### config.mk
export PLATFORM = sky130hd
export DESIGN_NAME = commit_trace
export DESIGN_NICKNAME = d
export VERILOG_FILES = /design/src/commit_pkg.sv /design/src/trace_pkg.sv /design/src/commit_classify.sv /design/src/trace_queue.sv /design/src/trace_merge.sv /design/src/commit_trace.sv
export VERILOG_INCLUDE_DIRS = /design/src
export SDC_FILE = /design/constraint.sdc
export NUM_CORES = 1
export LEC_CHECK = 0
export ABC_AREA = 0
export BUFFER_PORTS_ARGS = -buffer_cell sky130_fd_sc_hd__buf_2
export CORE_AREA = 4 4 346 689
export DETAILED_ROUTE_END_ITERATION = 8
export DIE_AREA = 0 0 350 693
export SLEW_MARGIN = 20
export SYNTH_ARGS = -nofsm -noshare
export SYNTH_HDL_FRONTEND = slang
export SYNTH_SLANG_ARGS = --single-unit
### constraint.sdc
create_clock -name clk_i -period 14.21 [get_ports clk_i]
set_input_delay 2.842 -clock clk_i [delete_from_list [all_inputs] [get_ports clk_i]]
set_output_delay 2.842 -clock clk_i [all_outputs]
set_load 0.01 [all_outputs]
### src/commit_trace_defines.svh
// Widths, port count, queue depth and credit count of the commit trace monitor
`ifndef COMMIT_TRACE_DEFINES_SVH
`define COMMIT_TRACE_DEFINES_SVH

// --------------------
// Data widths
// --------------------
// PC and cause width
`define XLEN 64
// Instruction word width
`define INSN_W 32

// --------------------
// Structure
// --------------------
`define NR_COMMIT_PORTS 2
// Must hold a port index
`define PORT_IDX_W 1
// Entries in each per-port queue
`define TRACE_QUEUE_DEPTH 4
// Credits owned by the sender after reset
`define TRACE_CREDITS 4

`endif

### src/commit_pkg.sv
// Package with the commit port entry, the commit bus and the acknowledge vector
`include "commit_trace_defines.svh"

package commit_pkg;

  // --------------------
  // Commit port entry
  // --------------------
  // One committed instruction as the core hands it over
  typedef struct packed {
    logic [`XLEN-1:0]   pc;
    logic [`INSN_W-1:0] insn;
    // Set when the entry carries a trap
    logic               ex_valid;
    // MSB set marks an interrupt
    logic [`XLEN-1:0]   cause;
  } commit_entry_t;

  // --------------------
  // Port vectors
  // --------------------
  // All commit ports, port 0 in the low slot
  typedef commit_entry_t [`NR_COMMIT_PORTS-1:0] commit_bus_t;

  // Acknowledge per port, an entry counts only when its bit is set
  typedef logic [`NR_COMMIT_PORTS-1:0] commit_ack_t;

endpackage

### src/trace_pkg.sv
// Package with the trace record kind, the trace record and the control-flow flags
`include "commit_trace_defines.svh"

package trace_pkg;

  // --------------------
  // Record kind
  // --------------------
  typedef enum logic [1:0] {
    TRACE_RETIRE    = 2'd0,
    TRACE_EXCEPTION = 2'd1,
    TRACE_INTERRUPT = 2'd2
  } trace_kind_e;

  // --------------------
  // Trace record
  // --------------------
  // Tagged with the commit port it came from
  typedef struct packed {
    logic [`PORT_IDX_W-1:0] port;
    trace_kind_e            kind;
    logic [`XLEN-1:0]       pc;
    logic [`INSN_W-1:0]     insn;
    logic [`XLEN-1:0]       cause;
  } trace_rec_t;

  // --------------------
  // Control-flow flags
  // --------------------
  // One bit per port, pulsed for retired instructions only
  typedef struct packed {
    logic [`NR_COMMIT_PORTS-1:0] jalr;
    logic [`NR_COMMIT_PORTS-1:0] nop;
  } cfi_flags_t;

endpackage

### src/commit_classify.sv
// Classify stage: per-port trace record build, kind decode and JALR/NOP detection
`timescale 1ns/1ps
`include "commit_trace_defines.svh"

module commit_classify (
  input  logic                                         clk_i,
  input  logic                                         rst_ni,
  input  commit_pkg::commit_bus_t                      commit_i,
  input  commit_pkg::commit_ack_t                      commit_ack_i,
  output logic [`NR_COMMIT_PORTS-1:0]                  push_o,
  output trace_pkg::trace_rec_t [`NR_COMMIT_PORTS-1:0] rec_o,
  output trace_pkg::cfi_flags_t                        cfi_o
);

  // Encodings watched on retired instructions
  localparam logic [6:0]         OpcodeJalr = 7'b1100111;
  localparam logic [`INSN_W-1:0] InsnNop    = 32'h00000013;

  logic [`NR_COMMIT_PORTS-1:0]                  push_d, push_q;
  trace_pkg::trace_rec_t [`NR_COMMIT_PORTS-1:0] rec_d, rec_q;
  trace_pkg::cfi_flags_t                        cfi_d, cfi_q;

  // --------------------
  // Classification
  // --------------------
  always_comb begin
    push_d = '0;
    rec_d  = '0;
    cfi_d  = '0;
    for (int i = 0; i < `NR_COMMIT_PORTS; i++) begin
      rec_d[i].port  = i[`PORT_IDX_W-1:0];
      rec_d[i].pc    = commit_i[i].pc;
      rec_d[i].insn  = commit_i[i].insn;
      rec_d[i].cause = commit_i[i].cause;

      // Trap with cause MSB set is an interrupt
      if (!commit_i[i].ex_valid) begin
        rec_d[i].kind = trace_pkg::TRACE_RETIRE;
      end else if (commit_i[i].cause[`XLEN-1]) begin
        rec_d[i].kind = trace_pkg::TRACE_INTERRUPT;
      end else begin
        rec_d[i].kind = trace_pkg::TRACE_EXCEPTION;
      end

      push_d[i] = commit_ack_i[i];

      // Flags only for acknowledged entries that actually retired
      if (commit_ack_i[i] && !commit_i[i].ex_valid) begin
        cfi_d.jalr[i] = (commit_i[i].insn[6:0] == OpcodeJalr);
        cfi_d.nop[i]  = (commit_i[i].insn == InsnNop);
      end
    end
  end

  // --------------------
  // Stage registers
  // --------------------
  always_ff @(posedge clk_i or negedge rst_ni) begin
    if (!rst_ni) begin
      push_q <= '0;
      cfi_q  <= '0;
    end else begin
      push_q <= push_d;
      cfi_q  <= cfi_d;
    end
  end

  // Record payload, qualified by push_q
  always_ff @(posedge clk_i) begin
    for (int i = 0; i < `NR_COMMIT_PORTS; i++) begin
      if (push_d[i]) begin
        rec_q[i] <= rec_d[i];
      end
    end
  end

  assign push_o = push_q;
  assign rec_o  = rec_q;
  assign cfi_o  = cfi_q;

endmodule

### src/trace_queue.sv
// Per-port trace record FIFO with drop on full and sticky overflow flag
`timescale 1ns/1ps
`include "commit_trace_defines.svh"

module trace_queue #(
  parameter int unsigned Depth = `TRACE_QUEUE_DEPTH
) (
  input  logic                  clk_i,
  input  logic                  rst_ni,
  input  logic                  push_i,
  input  trace_pkg::trace_rec_t rec_i,
  input  logic                  pop_i,
  output trace_pkg::trace_rec_t rec_o,
  output logic                  not_empty_o,
  output logic                  overflow_o
);

  localparam int unsigned PtrW = (Depth > 1) ? $clog2(Depth) : 1;
  localparam int unsigned CntW = $clog2(Depth + 1);

  trace_pkg::trace_rec_t mem_q [Depth];
  logic [PtrW-1:0]       wr_ptr_q, rd_ptr_q;
  logic [CntW-1:0]       count_q;
  logic                  full, do_push, do_pop, overflow_q;

  function automatic logic [PtrW-1:0] next_ptr(input logic [PtrW-1:0] ptr);
    return (ptr == PtrW'(Depth - 1)) ? '0 : ptr + 1'b1;
  endfunction

  assign full        = (count_q == CntW'(Depth));
  assign not_empty_o = (count_q != '0);
  assign do_pop      = pop_i & not_empty_o;
  // A pop in the same cycle frees the slot
  assign do_push     = push_i & (~full | do_pop);

  // --------------------
  // Pointers and count
  // --------------------
  always_ff @(posedge clk_i or negedge rst_ni) begin
    if (!rst_ni) begin
      wr_ptr_q   <= '0;
      rd_ptr_q   <= '0;
      count_q    <= '0;
      overflow_q <= 1'b0;
    end else begin
      if (do_push) wr_ptr_q <= next_ptr(wr_ptr_q);
      if (do_pop)  rd_ptr_q <= next_ptr(rd_ptr_q);
      case ({do_push, do_pop})
        2'b10:   count_q <= count_q + 1'b1;
        2'b01:   count_q <= count_q - 1'b1;
        default: count_q <= count_q;
      endcase
      // Dropped record, stays set until reset
      if (push_i && !do_push) overflow_q <= 1'b1;
    end
  end

  // Storage
  always_ff @(posedge clk_i) begin
    if (do_push) begin
      mem_q[wr_ptr_q] <= rec_i;
    end
  end

  assign rec_o      = mem_q[rd_ptr_q];
  assign overflow_o = overflow_q;

endmodule

### src/trace_merge.sv
// Round-robin merge of the trace queues with credit counter and output register
`timescale 1ns/1ps
`include "commit_trace_defines.svh"

module trace_merge (
  input  logic                                         clk_i,
  input  logic                                         rst_ni,
  input  trace_pkg::trace_rec_t [`NR_COMMIT_PORTS-1:0] rec_i,
  input  logic [`NR_COMMIT_PORTS-1:0]                  not_empty_i,
  input  logic [`NR_COMMIT_PORTS-1:0]                  overflow_i,
  output logic [`NR_COMMIT_PORTS-1:0]                  pop_o,
  input  logic                                         credit_return_i,
  output trace_pkg::trace_rec_t                        trace_o,
  output logic                                         trace_valid_o,
  output logic                                         overflow_o
);

  localparam int unsigned NrPorts = `NR_COMMIT_PORTS;
  localparam int unsigned CreditW = $clog2(`TRACE_CREDITS + 1);

  logic [CreditW-1:0]     credit_q, credit_d;
  logic [`PORT_IDX_W-1:0] last_q, gnt_idx;
  logic                   gnt_valid, credit_avail, grant;
  trace_pkg::trace_rec_t  trace_q;
  logic                   trace_valid_q;

  // --------------------
  // Credits
  // --------------------
  // The record in the output register still holds its credit, so it
  // is set aside before a new grant
  assign credit_avail = (credit_q > CreditW'(trace_valid_q));

  always_comb begin
    credit_d = credit_q + CreditW'(credit_return_i) - CreditW'(trace_valid_q);
  end

  // --------------------
  // Arbitration
  // --------------------
  // Search starts one past the last granted port
  always_comb begin
    int idx;
    gnt_valid = 1'b0;
    gnt_idx   = last_q;
    for (int off = 1; off <= NrPorts; off++) begin
      idx = (int'(last_q) + off) % NrPorts;
      if (!gnt_valid && not_empty_i[idx]) begin
        gnt_valid = 1'b1;
        gnt_idx   = idx[`PORT_IDX_W-1:0];
      end
    end
  end

  assign grant = gnt_valid & credit_avail;

  always_comb begin
    pop_o = '0;
    if (grant) begin
      pop_o[gnt_idx] = 1'b1;
    end
  end

  // --------------------
  // State and output
  // --------------------
  always_ff @(posedge clk_i or negedge rst_ni) begin
    if (!rst_ni) begin
      credit_q      <= CreditW'(`TRACE_CREDITS);
      last_q        <= '0;
      trace_valid_q <= 1'b0;
    end else begin
      credit_q      <= credit_d;
      trace_valid_q <= grant;
      if (grant) last_q <= gnt_idx;
    end
  end

  always_ff @(posedge clk_i) begin
    if (grant) begin
      trace_q <= rec_i[gnt_idx];
    end
  end

  assign trace_o       = trace_q;
  assign trace_valid_o = trace_valid_q;
  // Any queue that dropped a record
  assign overflow_o    = |overflow_i;

endmodule

### src/commit_trace.sv
// Top level of the commit trace monitor: classify stage, per-port queues and merge
`timescale 1ns/1ps
`include "commit_trace_defines.svh"

module commit_trace (
  input  logic                    clk_i,
  input  logic                    rst_ni,
  input  commit_pkg::commit_bus_t commit_i,
  input  commit_pkg::commit_ack_t commit_ack_i,
  input  logic                    credit_return_i,
  output trace_pkg::trace_rec_t   trace_o,
  output logic                    trace_valid_o,
  output trace_pkg::cfi_flags_t   cfi_o,
  output logic                    overflow_o
);

  // Classify to queues
  logic [`NR_COMMIT_PORTS-1:0]                  push;
  trace_pkg::trace_rec_t [`NR_COMMIT_PORTS-1:0] cls_rec;
  // Queues to merge
  logic [`NR_COMMIT_PORTS-1:0]                  pop, not_empty, q_overflow;
  trace_pkg::trace_rec_t [`NR_COMMIT_PORTS-1:0] q_rec;

  commit_classify i_commit_classify (
    .clk_i        ( clk_i        ),
    .rst_ni       ( rst_ni       ),
    .commit_i     ( commit_i     ),
    .commit_ack_i ( commit_ack_i ),
    .push_o       ( push         ),
    .rec_o        ( cls_rec      ),
    .cfi_o        ( cfi_o        )
  );

  // One queue per commit port
  for (genvar i = 0; i < `NR_COMMIT_PORTS; i++) begin : gen_queue
    trace_queue #(
      .Depth ( `TRACE_QUEUE_DEPTH )
    ) i_trace_queue (
      .clk_i       ( clk_i         ),
      .rst_ni      ( rst_ni        ),
      .push_i      ( push[i]       ),
      .rec_i       ( cls_rec[i]    ),
      .pop_i       ( pop[i]        ),
      .rec_o       ( q_rec[i]      ),
      .not_empty_o ( not_empty[i]  ),
      .overflow_o  ( q_overflow[i] )
    );
  end

  trace_merge i_trace_merge (
    .clk_i           ( clk_i           ),
    .rst_ni          ( rst_ni          ),
    .rec_i           ( q_rec           ),
    .not_empty_i     ( not_empty       ),
    .overflow_i      ( q_overflow      ),
    .pop_o           ( pop             ),
    .credit_return_i ( credit_return_i ),
    .trace_o         ( trace_o         ),
    .trace_valid_o   ( trace_valid_o   ),
    .overflow_o      ( overflow_o      )
  );

endmodule

==> flow_metrics.py <==
metrics = {
    "status": {
        "status": "finished clean",
    },
    "synthesis": {
        "synthTopCellsByCount": "edfxtp_1 (1783), mux4_2 (324), mux2_2 (99), mux2_4 (71), buf_2 (42)",
        "async_flop_share_pct": 1.492,
        "ys.flop_type": "edfxtp_1",
        "synth_top_area_cell": "edfxtp_1",
        "syn_inst": 2528,
        "synth_area_um2": 65110,
        "yosysSeqAreaShare_pct": 83.27,
        "yosys_register_bits": 1810,
        "yosys_warnings": 0,
        "avgSynthCellArea_um2": 25.76,
        "synth_cell_type_count": 47,
        "synth_most_common_cell": "edfxtp_1",
        "synth_top_area_share_pct": 82.23,
        "synth_edf_count": 1783,
        "syn-num-nets": 2872,
        "synthTopCellsByArea": "edfxtp_1 (82%), mux4_2 (11%), mux2_2 (1.7%), mux2_4 (1.6%), dfrtp_1 (1.0%)",
    },
    "worst_setup_path": {
        "path_delay_family": "flip-flops",
        "slowest_stage": "dfrtp_1",
        "crit_type": "flip-flop to output port",
        "cp-start-kind": "flip-flop",
        "crit_buf_inv": 1,
        "crit_arrival_ns": 1.61,
        "path_cells": "or2_2, buf_2",
        "end_kind": "output port",
        "cp_max_fo": 2,
        "rrSetupSlack_ns": 9.77,
        "required_ns": 11.37,
        "slowest_delay_ns": 0.38,
    },
    "routing": {
        "via_per_inst": 4.440,
        "routedWlPerCell_um": 24.81,
        "dr.pass1.iters": 6,
        "totalWireLength_um": 157000,
        "ant_nets": 0,
        "drc_errors": 0,
        "num_vias": 28108,
        "drt_iter0_markers": 1960,
    },
    "cells_and_area": {
        "drive_gt1_share_pct": 39.88,
        "sequential_cell_area_um2": 54230,
        "syn_to_final_growth_pct": 18.17,
        "multi_input_area_um2": 10410,
        "fill_cells": 21756,
        "fin_cells": 6330,
        "nNetsFinal": 3503,
        "post-route-util_pct": 32.97,
    },
    "hold_path": {
        "hold_path_class": "flip-flop to flip-flop",
    },
    "clock_network": {
        "clock-sinks": 1810,
        "cts_tree": "done",
        "path_clk_slew_ns": 0.07,
        "cts_buffers": 166,
        "cts_resized": 0,
        "postCtsHoldBufs": 0,
        "clock_latency_ns": 0.82,
        "cts_buffer_depth": 4,
        "htreeDepth": 4,
        "root_buffer": "clkbuf_16",
        "cts_setup_buffers": 0,
    },
    "global_route": {
        "overflow": 0,
        "grt_pass1_wl_um": 221800,
        "grt_pass1_vias": 30478,
        "grt_start_max_net_pins": 81,
        "grt_util_all_layers_pct": 12.71,
        "antenna_found_initial": 24,
    },
    "floorplan": {
        "dieArea_um2": 242600,
        "row_count": 251,
        "core_area_um2": 233300,
        "dieHeight_um": 693,
        "die_w_um": 350,
        "start_util_pct": 27.91,
        "pin_count": 496,
    },
    "placed_design": {
        "portBuffers": 495,
        "dpl.hpwl_um": 99290,
        "gp_congestion": 0.7386,
        "dp_cells": 6027,
    },
    "sta": {
        "max_freq_mhz": 224.8,
        "drv_slew": 0,
        "finClkSkew_ns": 0.07858,
        "relSlewSlack_pct": 36.47,
        "setup_violations": 0,
        "worst_pin_slew_ns": 0.9530,
        "rsz0062_at_grt": "no",
        "fin_setup_tns_ns": 0,
        "min_period_ns": 4.449,
        "min_period_over_period_pct": 31.31,
        "hold_violations": 0,
    },
    "power": {
        "power_density_nw_per_um2": 217.9,
        "cellLeakagePower_nw": 25.35,
        "power_w": 0.01677,
        "ir_drop_mv": 0.1432,
    },
    "flow_run": {
        "maxCapViolCount": 0,
    },
}
==> flip-flops by register name, summed over array words and instances (netlist names) <==
name,cells
gen_queue.i_trace_queue.mem_q,1296
i_commit_classify.rec_o,324
i_trace_merge.trace_o,163
gen_queue.i_trace_queue.count_q,6
gen_queue.i_trace_queue.rd_ptr_q,4
gen_queue.i_trace_queue.wr_ptr_q,4
i_commit_classify.cfi_o,4
i_trace_merge.credit_q,3
gen_queue.i_trace_queue.overflow_o,2
i_commit_classify.push_o,2
i_trace_merge.last_q,1
i_trace_merge.trace_valid_o,1
==> placed cells by master, fill, tap and decap left out, types with 3 or more instances in the layout <==
master and n:
nand2_1 9, nor2_1 14, nor4_1 7, mux4_2 324, buf_4 58, and2_4 8, clkbuf_1 25, clkbuf_16 166
mux2_4 71, fa_1 3, buf_2 493, clkinv_1 32, and2_1 3, xor2_1 3, bufinv_16 23, dfrtp_1 22
edfxtp_1 1783, ha_1 14, nor3_1 6, inv_6 10, xnor2_1 3, dfrtp_4 4, clkinv_8 4, inv_1 20
clkinvlp_4 14, nand4_1 4, clkinv_2 18, diode_2 9, mux2_2 99
==> cells by family after synthesis <==
kind of cell / count (synthesis) / synth area share (%)
and+or+nand+nor: 71 / 0.6072
adders and majority gates: 17 / 0.3613
DFF: 1810 / 83.27
buffers and inverters: 112 / 0.8474
xor gates and xnor gates: 6 / 0.08072
AOI/OAI and AO/OA: 16 / 0.2498
muxes: 496 / 14.59
==> final timing paths <==
kind                       cells after the start                                        to                             startpoint
min                                            0   gen_queue[0].i_trace_queue.mem_q[2][82]            i_commit_classify.rec_o[82]
max reg2reg                                    7  gen_queue[1].i_trace_queue.mem_q[0][105]  gen_queue[0].i_trace_queue.count_q[1]
max                                            2                                overflow_o  gen_queue[1].i_trace_queue.overflow_o
min in group asynchronous                      2                 i_trace_merge.credit_q[0]                                 rst_ni
max in group asynchronous                      2    gen_queue[1].i_trace_queue.rd_ptr_q[0]                                 rst_ni
min reg2reg                                    0   gen_queue[0].i_trace_queue.mem_q[2][82]            i_commit_classify.rec_o[82]
==> per-layer routing <==
metal / wire (µm) / part of all wire, % / GRT usage, %
met1: 60050 / 38 / 15.16
met2: 83580 / 53 / 23.23
met3: 9124 / 5.8 / 2.307
met4: 4178 / 2.7 / 3.743
met5: 93 / 0.059 / 0
==> worst register-to-register path, stage by stage (launching register included) <==
cell and delay (ns):
dfrtp_1 0.44, or3_1 0.51, a211oi_1 0.36, o21a_1 0.35
and2_4 0.60, buf_4 0.50, buf_4 0.58, buf_4 0.70
==> where the power goes <==
part | switching (W) | internal [W]
registers | 0.000505 | 0.00740
clock network | 0.00195 | 0.00258
logic | 0.00238 | 0.00195
==> metrics by stage <==
stage,worst slack (ns),area [µm²],hold slack (ns)
final,9.761,76940,0.4644
after global routing,9.485,76930,0.4917
after CTS,9.633,76920,0.4573
after detailed placement,9.044,71490,0.4778
after global placement,9.158,71480,0.4630
after floorplan,0.8748,65110,0.4284
==> final cells by class <==
cell class,instances,area share [%]
clock inverter,103,1.532
inverter,20,0.09757
timing repair buffer,555,3.864
clock buffer,191,5.521
tap,3036,4.937
sequential,1810,70.49
multi-input combinational,606,13.53
antenna,9,0.02927
(Power assumes the default switching activity.)
